$ cat src/source/dmb_trig_pkg.sv
`default_nettype none

package dmb_trig_pkg;

	//////////////////////////////////////////////////////////////////////
	// Front-end geometry and sequencing lengths
	//////////////////////////////////////////////////////////////////////

	// Cathode front-end boards served by this controller
	localparam int N_CFEB = 5;

	// Trigger reset pulse after reset release
	localparam int TRG_RST_CYCLES = 16;

	// Count from reset release to controller ready
	localparam int READY_CYCLES = 16;

	// Power-on holdoff for the latency timers, shortened for simulation
	localparam int POH_CYCLES_DEF = 64;

	//////////////////////////////////////////////////////////////////////
	// Latency timer readout
	//////////////////////////////////////////////////////////////////////

	localparam int LCT_TW = 10;
	localparam int DAV_TW = 6;

	// One 32-bit readout word, also seen field by field
	typedef union packed {
		logic [31:0] raw;
		struct packed {
			logic [1:0]        pad_hi;
			logic [DAV_TW-1:0] alct_time;
			logic [1:0]        pad_mid;
			logic [DAV_TW-1:0] tmb_time;
			logic [DAV_TW-1:0] cfeb_time;
			logic [LCT_TW-1:0] lct_time;
		} f;
	} tm_count_u;

endpackage

`default_nettype wire
$ cat src/source/dmb_trigger_ctrl.sv
`default_nettype none

module dmb_trigger_ctrl #(
	parameter int POH_CYCLES = dmb_trig_pkg::POH_CYCLES_DEF
)
(
	input  wire                             clkcms,
	input  wire                             clr0,
	input  wire [2:0]                       ccbcal_n_i,
	input  wire                             cal_trg_sel_i,
	input  wire                             jtag_trg_en_i,
	input  wire                             encode_i,
	input  wire                             cable_half_i,
	input  wire                             l1a_cfeb_i,
	input  wire [dmb_trig_pkg::N_CFEB-1:0]  l1a_match_i,
	input  wire [dmb_trig_pkg::N_CFEB-1:0]  pre_lct_i,
	input  wire                             lct_i,
	input  wire                             gpush_i,
	input  wire                             cfeb_dav_i,
	input  wire                             tmb_dav_i,
	input  wire                             alct_dav_i,
	input  wire                             dpush_i,
	input  wire                             readout_i,
	output logic                            ctrl_ready_o,
	output logic                            ped_o,
	output logic                            inj_o,
	output logic                            pls_o,
	output logic [dmb_trig_pkg::N_CFEB-1:0] trg_enc_b0_o,
	output logic [dmb_trig_pkg::N_CFEB-1:0] trg_enc_b1_o,
	output logic [dmb_trig_pkg::N_CFEB-1:0] trg_enc_b2_o,
	output dmb_trig_pkg::tm_count_u         tm_count_o
);

	localparam int N = dmb_trig_pkg::N_CFEB;

	logic         trg_rst;
	logic         holdoff;
	logic         pls_inj_en;
	logic [N-1:0] enc_b0;
	logic [N-1:0] enc_b1;
	logic [N-1:0] enc_b2;

	logic [dmb_trig_pkg::LCT_TW-1:0] lct_time;
	logic [dmb_trig_pkg::DAV_TW-1:0] cfeb_time;
	logic [dmb_trig_pkg::DAV_TW-1:0] tmb_time;
	logic [dmb_trig_pkg::DAV_TW-1:0] alct_time;

	reset_sequencer #(
		.POH_CYCLES(POH_CYCLES)
	)
	reset_sequencer_i (
		.clkcms(clkcms),
		.clr0(clr0),
		.trg_rst_o(trg_rst),
		.ctrl_ready_o(ctrl_ready_o),
		.holdoff_o(holdoff),
		.pls_inj_en_o(pls_inj_en)
	);

	cal_pulse_cond cal_pulse_cond_i (
		.clkcms(clkcms),
		.clr0(clr0),
		.ccbcal_n_i(ccbcal_n_i),
		.pls_inj_en_i(pls_inj_en),
		.cal_trg_sel_i(cal_trg_sel_i),
		.jtag_trg_en_i(jtag_trg_en_i),
		.ped_o(ped_o),
		.inj_o(inj_o),
		.pls_o(pls_o)
	);

	//////////////////////////////////////////////////////////////////////
	// Trigger path: encoder, cable delay, output register
	//////////////////////////////////////////////////////////////////////

	trig_encoder trig_encoder_i (
		.clkcms(clkcms),
		.clr0(clr0),
		.trg_rst_i(trg_rst),
		.encode_i(encode_i),
		.l1a_cfeb_i(l1a_cfeb_i),
		.l1a_match_i(l1a_match_i),
		.pre_lct_i(pre_lct_i),
		.enc_b0_o(enc_b0),
		.enc_b1_o(enc_b1),
		.enc_b2_o(enc_b2)
	);

	cable_delay_out cable_delay_out_i (
		.clkcms(clkcms),
		.clr0(clr0),
		.trg_rst_i(trg_rst),
		.cable_half_i(cable_half_i),
		.enc_b0_i(enc_b0),
		.enc_b1_i(enc_b1),
		.enc_b2_i(enc_b2),
		.trg_enc_b0_o(trg_enc_b0_o),
		.trg_enc_b1_o(trg_enc_b1_o),
		.trg_enc_b2_o(trg_enc_b2_o)
	);

	//////////////////////////////////////////////////////////////////////
	// Latency timers
	//////////////////////////////////////////////////////////////////////

	// LCT to L1A push
	trg_timer #(
		.WIDTH(dmb_trig_pkg::LCT_TW)
	)
	lct_timer_i (
		.clkcms(clkcms),
		.clr0(clr0),
		.holdoff_i(holdoff),
		.clear_i(readout_i),
		.start_i(lct_i),
		.stop_i(gpush_i),
		.time_o(lct_time)
	);

	// DAV to data push, one per source
	trg_timer #(
		.WIDTH(dmb_trig_pkg::DAV_TW)
	)
	cfeb_dav_timer_i (
		.clkcms(clkcms),
		.clr0(clr0),
		.holdoff_i(holdoff),
		.clear_i(readout_i),
		.start_i(cfeb_dav_i),
		.stop_i(dpush_i),
		.time_o(cfeb_time)
	);

	trg_timer #(
		.WIDTH(dmb_trig_pkg::DAV_TW)
	)
	tmb_dav_timer_i (
		.clkcms(clkcms),
		.clr0(clr0),
		.holdoff_i(holdoff),
		.clear_i(readout_i),
		.start_i(tmb_dav_i),
		.stop_i(dpush_i),
		.time_o(tmb_time)
	);

	trg_timer #(
		.WIDTH(dmb_trig_pkg::DAV_TW)
	)
	alct_dav_timer_i (
		.clkcms(clkcms),
		.clr0(clr0),
		.holdoff_i(holdoff),
		.clear_i(readout_i),
		.start_i(alct_dav_i),
		.stop_i(dpush_i),
		.time_o(alct_time)
	);

	// Readout word, pad bits stay zero
	always_comb
	begin
		tm_count_o.raw         = '0;
		tm_count_o.f.lct_time  = lct_time;
		tm_count_o.f.cfeb_time = cfeb_time;
		tm_count_o.f.tmb_time  = tmb_time;
		tm_count_o.f.alct_time = alct_time;
	end

endmodule

`default_nettype wire

$ cat src/source/trg_timer.sv
`default_nettype none

module trg_timer #(
	parameter int WIDTH = 6
)
(
	input  wire              clkcms,
	input  wire              clr0,
	input  wire              holdoff_i,
	input  wire              clear_i,
	input  wire              start_i,
	input  wire              stop_i,
	output logic [WIDTH-1:0] time_o
);

	logic             running;
	logic [WIDTH-1:0] cnt;

	// Running count of cycles since start
	always_ff @(posedge clkcms)
	begin
		if (!running)
			cnt <= WIDTH'(1);
		else if (cnt != '1)
			cnt <= cnt + 1'b1;
	end

	always_ff @(posedge clkcms or posedge clr0)
	begin
		if (clr0)
		begin
			running <= 1'b0;
			time_o  <= '0;
		end
		else if (clear_i)
		begin
			running <= 1'b0;
			time_o  <= '0;
		end
		else if (running)
		begin
			// Hold the count at the stop strobe
			if (stop_i)
			begin
				running <= 1'b0;
				time_o  <= cnt;
			end
		end
		else if (start_i && !holdoff_i)
		begin
			running <= 1'b1;
			time_o  <= '0;
		end
	end

endmodule

`default_nettype wire

$ cat src/source/cable_delay_out.sv
`default_nettype none

module cable_delay_out (
	input  wire                            clkcms,
	input  wire                            clr0,
	input  wire                            trg_rst_i,
	input  wire                            cable_half_i,
	input  wire [dmb_trig_pkg::N_CFEB-1:0] enc_b0_i,
	input  wire [dmb_trig_pkg::N_CFEB-1:0] enc_b1_i,
	input  wire [dmb_trig_pkg::N_CFEB-1:0] enc_b2_i,
	output logic [dmb_trig_pkg::N_CFEB-1:0] trg_enc_b0_o,
	output logic [dmb_trig_pkg::N_CFEB-1:0] trg_enc_b1_o,
	output logic [dmb_trig_pkg::N_CFEB-1:0] trg_enc_b2_o
);

	localparam int N = dmb_trig_pkg::N_CFEB;

	logic [N-1:0] b0_dly;
	logic [N-1:0] b1_dly;
	logic [N-1:0] b2_dly;

	// Extra cycle for the longer cable
	always_ff @(posedge clkcms)
	begin
		b0_dly <= enc_b0_i;
		b1_dly <= enc_b1_i;
		b2_dly <= enc_b2_i;
	end

	// Output register
	always_ff @(posedge clkcms or posedge clr0)
	begin
		if (clr0)
		begin
			trg_enc_b0_o <= '0;
			trg_enc_b1_o <= '0;
			trg_enc_b2_o <= '0;
		end
		else if (trg_rst_i)
		begin
			trg_enc_b0_o <= '0;
			trg_enc_b1_o <= '0;
			trg_enc_b2_o <= '0;
		end
		else
		begin
			trg_enc_b0_o <= cable_half_i ? b0_dly : enc_b0_i;
			trg_enc_b1_o <= cable_half_i ? b1_dly : enc_b1_i;
			trg_enc_b2_o <= cable_half_i ? b2_dly : enc_b2_i;
		end
	end

endmodule

`default_nettype wire

$ cat src/source/trig_encoder.sv
`default_nettype none

module trig_encoder (
	input  wire                            clkcms,
	input  wire                            clr0,
	input  wire                            trg_rst_i,
	input  wire                            encode_i,
	input  wire                            l1a_cfeb_i,
	input  wire [dmb_trig_pkg::N_CFEB-1:0] l1a_match_i,
	input  wire [dmb_trig_pkg::N_CFEB-1:0] pre_lct_i,
	output logic [dmb_trig_pkg::N_CFEB-1:0] enc_b0_o,
	output logic [dmb_trig_pkg::N_CFEB-1:0] enc_b1_o,
	output logic [dmb_trig_pkg::N_CFEB-1:0] enc_b2_o
);

	localparam int N = dmb_trig_pkg::N_CFEB;

	logic [N-1:0] hit;
	logic [N-1:0] b0_d;
	logic [N-1:0] b1_d;
	logic [N-1:0] b2_d;

	// L1A matched on this CFEB, code 2
	assign hit = {N{l1a_cfeb_i}} & l1a_match_i;

	//////////////////////////////////////////////////////////////////////
	// Plane selection
	//////////////////////////////////////////////////////////////////////

	// Encoded: 2 on a match, else 1 on pre-LCT, else 0
	// Direct: match, pre-LCT and L1A on planes 0, 1 and 2
	assign b0_d = encode_i ? (~hit & pre_lct_i) : l1a_match_i;
	assign b1_d = encode_i ? hit : pre_lct_i;
	assign b2_d = encode_i ? '0 : {N{l1a_cfeb_i}};

	always_ff @(posedge clkcms or posedge clr0)
	begin
		if (clr0)
		begin
			enc_b0_o <= '0;
			enc_b1_o <= '0;
			enc_b2_o <= '0;
		end
		else if (trg_rst_i)
		begin
			enc_b0_o <= '0;
			enc_b1_o <= '0;
			enc_b2_o <= '0;
		end
		else
		begin
			enc_b0_o <= b0_d;
			enc_b1_o <= b1_d;
			enc_b2_o <= b2_d;
		end
	end

endmodule

`default_nettype wire

$ cat src/source/cal_pulse_cond.sv
`default_nettype none

module cal_pulse_cond (
	input  wire       clkcms,
	input  wire       clr0,
	input  wire [2:0] ccbcal_n_i,
	input  wire       pls_inj_en_i,
	input  wire       cal_trg_sel_i,
	input  wire       jtag_trg_en_i,
	output logic      ped_o,
	output logic      inj_o,
	output logic      pls_o
);

	// CCB calibration lines: 2 pedestal, 1 inject, 0 pulse
	logic ped_1;
	logic inj_1;
	logic pls_1;
	logic pls_2;
	logic pls_gate;

	// Pulse passes in every slot unless slot gating is requested
	assign pls_gate = pls_inj_en_i | ~(cal_trg_sel_i & jtag_trg_en_i);

	always_ff @(posedge clkcms or posedge clr0)
	begin
		if (clr0)
		begin
			ped_1 <= 1'b0;
			ped_o <= 1'b0;
			inj_1 <= 1'b0;
			inj_o <= 1'b0;
			pls_1 <= 1'b0;
			pls_2 <= 1'b0;
			pls_o <= 1'b0;
		end
		else
		begin
			// Active-low inputs, two register stages
			ped_1 <= ~ccbcal_n_i[2];
			ped_o <= ped_1;
			inj_1 <= ~ccbcal_n_i[1];
			inj_o <= inj_1;

			// Stretch over both stages, then gate
			pls_1 <= ~ccbcal_n_i[0];
			pls_2 <= pls_1;
			pls_o <= (pls_1 | pls_2) & pls_gate;
		end
	end

endmodule

`default_nettype wire

$ cat src/source/reset_sequencer.sv
`default_nettype none

module reset_sequencer #(
	parameter int POH_CYCLES = dmb_trig_pkg::POH_CYCLES_DEF
)
(
	input  wire  clkcms,
	input  wire  clr0,
	output logic trg_rst_o,
	output logic ctrl_ready_o,
	output logic holdoff_o,
	output logic pls_inj_en_o
);

	localparam int RST_W = $clog2(dmb_trig_pkg::TRG_RST_CYCLES);
	localparam int RDY_W = $clog2(dmb_trig_pkg::READY_CYCLES + 1);
	localparam int POH_W = $clog2(POH_CYCLES);

	logic [RST_W-1:0] rst_cnt;
	logic [RDY_W-1:0] rdy_cnt;
	logic [POH_W-1:0] poh_cnt;
	logic             rst_last;

	// Last cycle of the trigger reset, also starts the holdoff
	assign rst_last = trg_rst_o && (rst_cnt == RST_W'(dmb_trig_pkg::TRG_RST_CYCLES - 1));

	//////////////////////////////////////////////////////////////////////
	// Trigger reset pulse
	//////////////////////////////////////////////////////////////////////

	always_ff @(posedge clkcms or posedge clr0)
	begin
		if (clr0)
		begin
			trg_rst_o <= 1'b1;
			rst_cnt   <= '0;
		end
		else if (trg_rst_o)
		begin
			rst_cnt <= rst_cnt + 1'b1;
			if (rst_last)
				trg_rst_o <= 1'b0;
		end
	end

	// Ready flag, sticky until the next clr0
	always_ff @(posedge clkcms or posedge clr0)
	begin
		if (clr0)
		begin
			ctrl_ready_o <= 1'b0;
			rdy_cnt      <= '0;
		end
		else if (!ctrl_ready_o)
		begin
			rdy_cnt <= rdy_cnt + 1'b1;
			if (rdy_cnt == RDY_W'(dmb_trig_pkg::READY_CYCLES))
				ctrl_ready_o <= 1'b1;
		end
	end

	//////////////////////////////////////////////////////////////////////
	// Power-on holdoff for the timers
	//////////////////////////////////////////////////////////////////////

	always_ff @(posedge clkcms or posedge clr0)
	begin
		if (clr0)
		begin
			holdoff_o <= 1'b0;
			poh_cnt   <= '0;
		end
		else if (rst_last)
		begin
			holdoff_o <= 1'b1;
			poh_cnt   <= '0;
		end
		else if (holdoff_o)
		begin
			poh_cnt <= poh_cnt + 1'b1;
			if (poh_cnt == POH_W'(POH_CYCLES - 1))
				holdoff_o <= 1'b0;
		end
	end

	// Pulse/inject slot toggle, low on the first edge after reset
	always_ff @(posedge clkcms or posedge clr0)
	begin
		if (clr0)
			pls_inj_en_o <= 1'b1;
		else
			pls_inj_en_o <= ~pls_inj_en_o;
	end

endmodule

`default_nettype wire

$ cat config.mk
export PLATFORM = sky130hd
export DESIGN_NAME = dmb_trigger_ctrl
export DESIGN_NICKNAME = d
export VERILOG_FILES = /design/src/source/dmb_trig_pkg.sv /design/src/source/dmb_trigger_ctrl.sv /design/src/source/trg_timer.sv /design/src/source/cable_delay_out.sv /design/src/source/trig_encoder.sv /design/src/source/cal_pulse_cond.sv /design/src/source/reset_sequencer.sv
export SDC_FILE = /design/constraint.sdc
export NUM_CORES = 1
export LEC_CHECK = 0
export ABC_CLOCK_PERIOD_IN_PS = 1520
export BUFFER_PORTS_ARGS = -buffer_cell sky130_fd_sc_hd__buf_2
export CAP_MARGIN = 25
export CORE_ASPECT_RATIO = 1.5
export CORE_UTILIZATION = 25
export CTS_CLUSTER_DIAMETER = 60
export DETAILED_ROUTE_END_ITERATION = 6
export HOLD_SLACK_MARGIN = 0.15
export PLACE_DENSITY = 0.48
export SLEW_MARGIN = 20
export SYNTH_ARGS = -nofsm -noshare
export SYNTH_HDL_FRONTEND = slang
export SYNTH_HIERARCHICAL = 1
export SYNTH_SLANG_ARGS = --single-unit
$ cat constraint.sdc
create_clock -name clkcms -period 1.52 [get_ports clkcms]
set_input_delay 0.304 -clock clkcms [delete_from_list [all_inputs] [get_ports clkcms]]
set_output_delay 0.304 -clock clkcms [all_outputs]
set_load 0.01 [all_outputs]
After elaboration in Yosys (flattened, before gate mapping) --
Cells that the tools add are included.
Storage, ports and cells: register bits 131, word-level logic and storage cells 131
Operators by class: bitwise operators 12, add/sub/neg operators 7, muxes and demuxes 51, equal/unequal tests 11, reductions and logical operators 15
Operator list (count):
- 2-to-1 mux 6 bit | 14
- 2-to-1 mux 5 bit | 12
- 2-to-1 mux 10 bit | 4
- adder 6 x 1 -> 6 bit (second input constant) | 4
- 2-to-1 mux 1 bit | 21
- inequality test 6 bit (second input constant) | 3
- inequality test 3 bit (second input constant) | 4
- nonzero test 3 bit | 4
- adder 10 x 1 -> 10 bit (second input constant) | 1
- bitwise AND 5 bit | 2
- inequality test 10 bit (second input constant) | 1
- AND reduction 2 bit | 4
- equality test 6 bit (second input constant) | 1
- adder 5 x 1 -> 5 bit (second input constant) | 1
- equality test 5 bit (second input constant) | 1
- logical AND 1 bit | 5
- NOT 1 bit | 5
- NOT 5 bit | 1
- adder 4 x 1 -> 4 bit (second input constant) | 1
- equality test 4 bit (second input constant) | 1
- bitwise AND 1 bit | 2
- OR 1 bit | 2
- nonzero test 2 bit | 1
- zero test 1 bit | 1

Depth between registers and ports, before layout --
depth after elaboration 5, depth in mapped cells 4

By module --
Netlist, hierarchy kept.
By module, submodules not included:
- trg_timer (alct_dav_timer_i ...) | seq. area each 295.3 µm², instances 3, area an instance 648.1 µm², cells an instance 61
- trg_timer (lct_timer_i) | seq. area each 475.5 µm², instances 1, area an instance 982.2 µm², cells an instance 101
- cable_delay_out | seq. area each 675.6 µm², instances 1, area an instance 920.9 µm², cells an instance 64
- reset_sequencer | seq. area each 478.0 µm², instances 1, area an instance 832.0 µm², cells an instance 70
- trig_encoder | seq. area each 275.3 µm², instances 1, area an instance 520.5 µm², cells an instance 56
- cal_pulse_cond | seq. area each 175.2 µm², instances 1, area an instance 202.7 µm², cells an instance 13
- dmb_trigger_ctrl | seq. area each 0.0 µm², instances 1, area an instance 33.8 µm², cells an instance 5

Least setup slack after synthesis --
No wires, ideal clock.
path kind register -> register, start register lct_timer_i.cnt[0], end register lct_timer_i.cnt[0], library setup time 0.121 ns, setup slack 0.136 ns, data required time 1.399 ns, clock period less this slack 1.384 ns, stages on the path, launching flop included 5, data arrival time 1.262 ns, buffers on the path 0, cells stage by stage dfxtp_1 ha_1 and3_2 and3_4 mux2_4
Between the ends: cells in the longest elaborated chain, start to end 1, elaborated cells between the ends (all ways) 2, classes of those cells 1 x add/sub; 1 x eq/ne
RTL lines:
- from (decl) | RTL line trg_timer.sv:17 | logic [WIDTH-1:0] cnt;
- from (signal assigned) | RTL line trg_timer.sv:25 | cnt <= cnt + 1'b1;
- adder 10 x 1 -> 10 bit or inequality test 10 bit (tied branches) | RTL line trg_timer.sv:25, trg_timer.sv:24
Parallel ways exist; a longest one is shown, timed or not. A chain may end at the register's enable or synchronous reset.

Final worst setup path --
start register tmb_dav_timer_i.cnt[0], end register tmb_dav_timer_i.cnt[0]
Between the ends: cells in the longest elaborated chain, start to end 1, elaborated cells between the ends (all ways) 2, classes of those cells 1 x add/sub; 1 x eq/ne
RTL lines (RTL line):
- from (decl) | trg_timer.sv:17
- from (signal assigned) | trg_timer.sv:25
- adder 6 x 1 -> 6 bit or inequality test 6 bit (tied branches) | trg_timer.sv:25, trg_timer.sv:24
Parallel ways exist; a longest one is shown, timed or not.

==> flow_summary.ini <==
[yosys]
synth_top_family_by_area = simple AND/OR/NAND/NOR gates
ys_seq_elements = 127
synthXorXnorAreaFrac = 0.0274
syn_inst = 492
synth_edf_count = 0
yosysWarnings = 6
yosys-top-cells-area = dfrtp_1 (38%), dfxtp_1 (16%), nand4b_1 (4.8%)
avgSynthCellArea_um2 = 11.0
synth_compound_area_frac = 0.113
synth.most_common_cell = dfrtp_1
synthAdderAreaFrac = 0.0184
muxShareOfSynthArea = 0.0520
synth_area_um2 = 5440
synth_top_area_cell = dfrtp_1
yosysUniqueCellTypes = 53
async_flop_share = 0.661
yosys.area.top_type_share = 0.377
ys.flop_type = dfrtp_1
ys_seq_area_frac = 0.545
synth-simple-area-share = 0.171
synthTopCellsByCount = dfrtp_1 (82), inv_1 (45), dfxtp_1 (43), nand4b_1 (30), nor2_1 (28)

[floorplanning]
ios = 78
rows = 65
die_height_um = 183
core_area_um2 = 21100
fp.dieW_um = 122
initial_core_util = 0.257
die-area_um2 = 22400

[flow_run]
cap_violations = 0

[cts]
clkLatencyLatePin_ns = 0.41
clk_pin_slew_ns = 0.06
cts_tree = yes
cts_resized = 0
ctsRootBufferMaster = clkbuf_16
cts_setup_buffers = 0
clock-sinks = 127
clockBufferDepth = 2
htreeDepth = 4
cts_made_buffers = 17

[sta]
fin_worst_skew_ns = 0.00722
fmax_mhz = 693
rsz0062_at_grt = false
period_needed_ns = 1.44
finalSetupTns_ns = 0
finalHoldViolCount = 0
final_max_slew_viol_count = 0
finalCritPeriodShare = 0.950
finalSetupViolCount = 0

[worst_setup_path]
reg2reg_slack_ns = 0.08
cp-start-kind = register
critical_path_class = reg2reg
crit_arrival_ns = 1.74
critical_path_required_ns = 1.82
end_kind = register
cp_max_fo = 5

[place]
hpwl_um = 8250
port_buffers = 73
globalplace.congestion = 0.747

[power_and_ir_drop]
p_per_area_nw_per_um2 = 1260
ir_drop_uv = 670
power.leakage_nw = 3.06

[layout]
syn_to_final_growth_pct = 25.5
final-seq-area_um2 = 2970
drive_gt1_frac = 0.273
insertedDiodeCount = 0
utilization = 0.323
multiInputGateArea_um2 = 2090
nFillCells = 2179
layout.nets = 620

[route]
drc_errors = 0
wl_per_cell_um = 13.4
viasPerCell = 4.43
num_vias = 3840
antenna_left = 0
drtIter0Drc = 209
dr.pass1.iters = 4
wirelength_um = 11600

[hold_path]
min_path_type = in2reg

[global_route]
antenna_found_initial = 0
grt_pass1_wl_um = 19600
grtUsageTotal = 0.112
grt_max_degree = 28
grt_overflow = 0
grt_pass1_vias = 4011

[status]
run_status = complete, no violations
-- logic make-up (layout without fill, tap and decap cells) --
family          after synthesis  after routing
fa+ha+maj                     8              8
mux                          26             26
compound gates               84             84
buf+inv                      75            178
simple gates                154            154
other cells                   1              4
xor+xnor                     17             17
flops                       127            127
-- state kept, by name, summed over array words and instances, names as in the netlist, 6 cells and up --
signal,count
lct_timer_i/cnt,10
alct_dav_timer_i/cnt,6
alct_dav_timer_i/time_o,6
cfeb_dav_timer_i/cnt,6
tmb_dav_timer_i/time_o,6
cfeb_dav_timer_i/time_o,6
lct_timer_i/time_o,10
reset_sequencer_i/poh_cnt,6
tmb_dav_timer_i/cnt,6
-- cells in the final DEF, fill, tap and decap left out, types with 15 or more instances in the layout --
| master | Yosys | layout |
|---|---|---|
| dfrtp_1 | 82 | 82 |
| buf_2 | 6 | 73 |
| inv_1 | 45 | 45 |
| dfxtp_1 | 43 | 43 |
| nand4b_1 | 30 | 30 |
| nor2_1 | 28 | 28 |
| nand2_1 | 27 | 27 |
| mux2i_1 | 20 | 20 |
| o21ai_2 | 18 | 18 |
| nand3_1 | 18 | 18 |
| nand2b_1 | 18 | 18 |
| clkbuf_16 | 0 | 17 |
| o21ai_0 | 16 | 16 |
| dlygate4sd3_1 | 0 | 15 |
-- area by class of cell --
class / instances / area share
clock buffers: 19 / 0.0649
clock inverters: 13 / 0.0308
inverters: 45 / 0.0247
multi-input cells: 293 / 0.306
flip-flops and latches: 127 / 0.434
well taps: 268 / 0.0491
repair buffers: 101 / 0.0898
-- through the flow --
| stage | total power, mW | setup WS [ns] | instances | instance area [um2] | hold slack, ns |
|---|---|---|---|---|---|
| final | 8.58 | 0.0761 | 866 | 6830 | 0.181 |
| after detailed placement | 4.15 | 0.0886 | 819 | 6020 | 0.338 |
| after global routing | 8.95 | 0.0194 | 866 | 6830 | 0.191 |
| after CTS | 8.76 | 0.0800 | 866 | 6830 | 0.158 |
| after floorplan | 3.97 | 0.136 | 495 | 5450 | 0.107 |
| after global placement | 4.12 | 0.140 | 819 | 6020 | 0.335 |
-- worst paths after layout --
check	from	endpoint	cells after the start
min in group asynchronous	clr0	cable_delay_out_i/trg_enc_b0_o[0]	3
worst min-delay path	cfeb_dav_i	cfeb_dav_timer_i/running	3
worst min register to register	cal_pulse_cond_i/ped_1	cal_pulse_cond_i/ped_o	0
worst max register to register	tmb_dav_timer_i/cnt[0]	tmb_dav_timer_i/cnt[0]	4
max in group asynchronous	clr0	cable_delay_out_i/trg_enc_b0_o[2]	4
worst max-delay path	tmb_dav_timer_i/cnt[0]	tmb_dav_timer_i/cnt[0]	4
-- routing by layer --
| metal | global-route usage | vias up | share of wire |
|---|---|---|---|
| met5 | 0 | - | 0 |
| met4 | 0.0439 | 0 | 0.013 |
| met3 | 0.0328 | 10 | 0.042 |
| met2 | 0.193 | 82 | 0.52 |
| met1 | 0.129 | 1879 | 0.42 |
| li1 | - | 1869 | - |
-- what timing repair did --
item                       in CTS  in global routing
hold endpoints to repair       85                  0
hold buffers                   15                  0
setup endpoints to repair       0                  0
-- where the power goes --
group          total, mW  switching (mW)  internal (mW)
Clock               4.48            1.52           2.96
Combinational      0.532           0.303          0.229
Sequential          3.57          0.0701           3.50
Total               8.58            1.89           6.69
-- critical path: stages (launching register included) --
cell and delay, ns:
dfxtp_1 0.39, ha_1 0.23, and3_4 0.22, and3_4 0.20, mux2_4 0.30
Power figures use the tool's default switching activity.
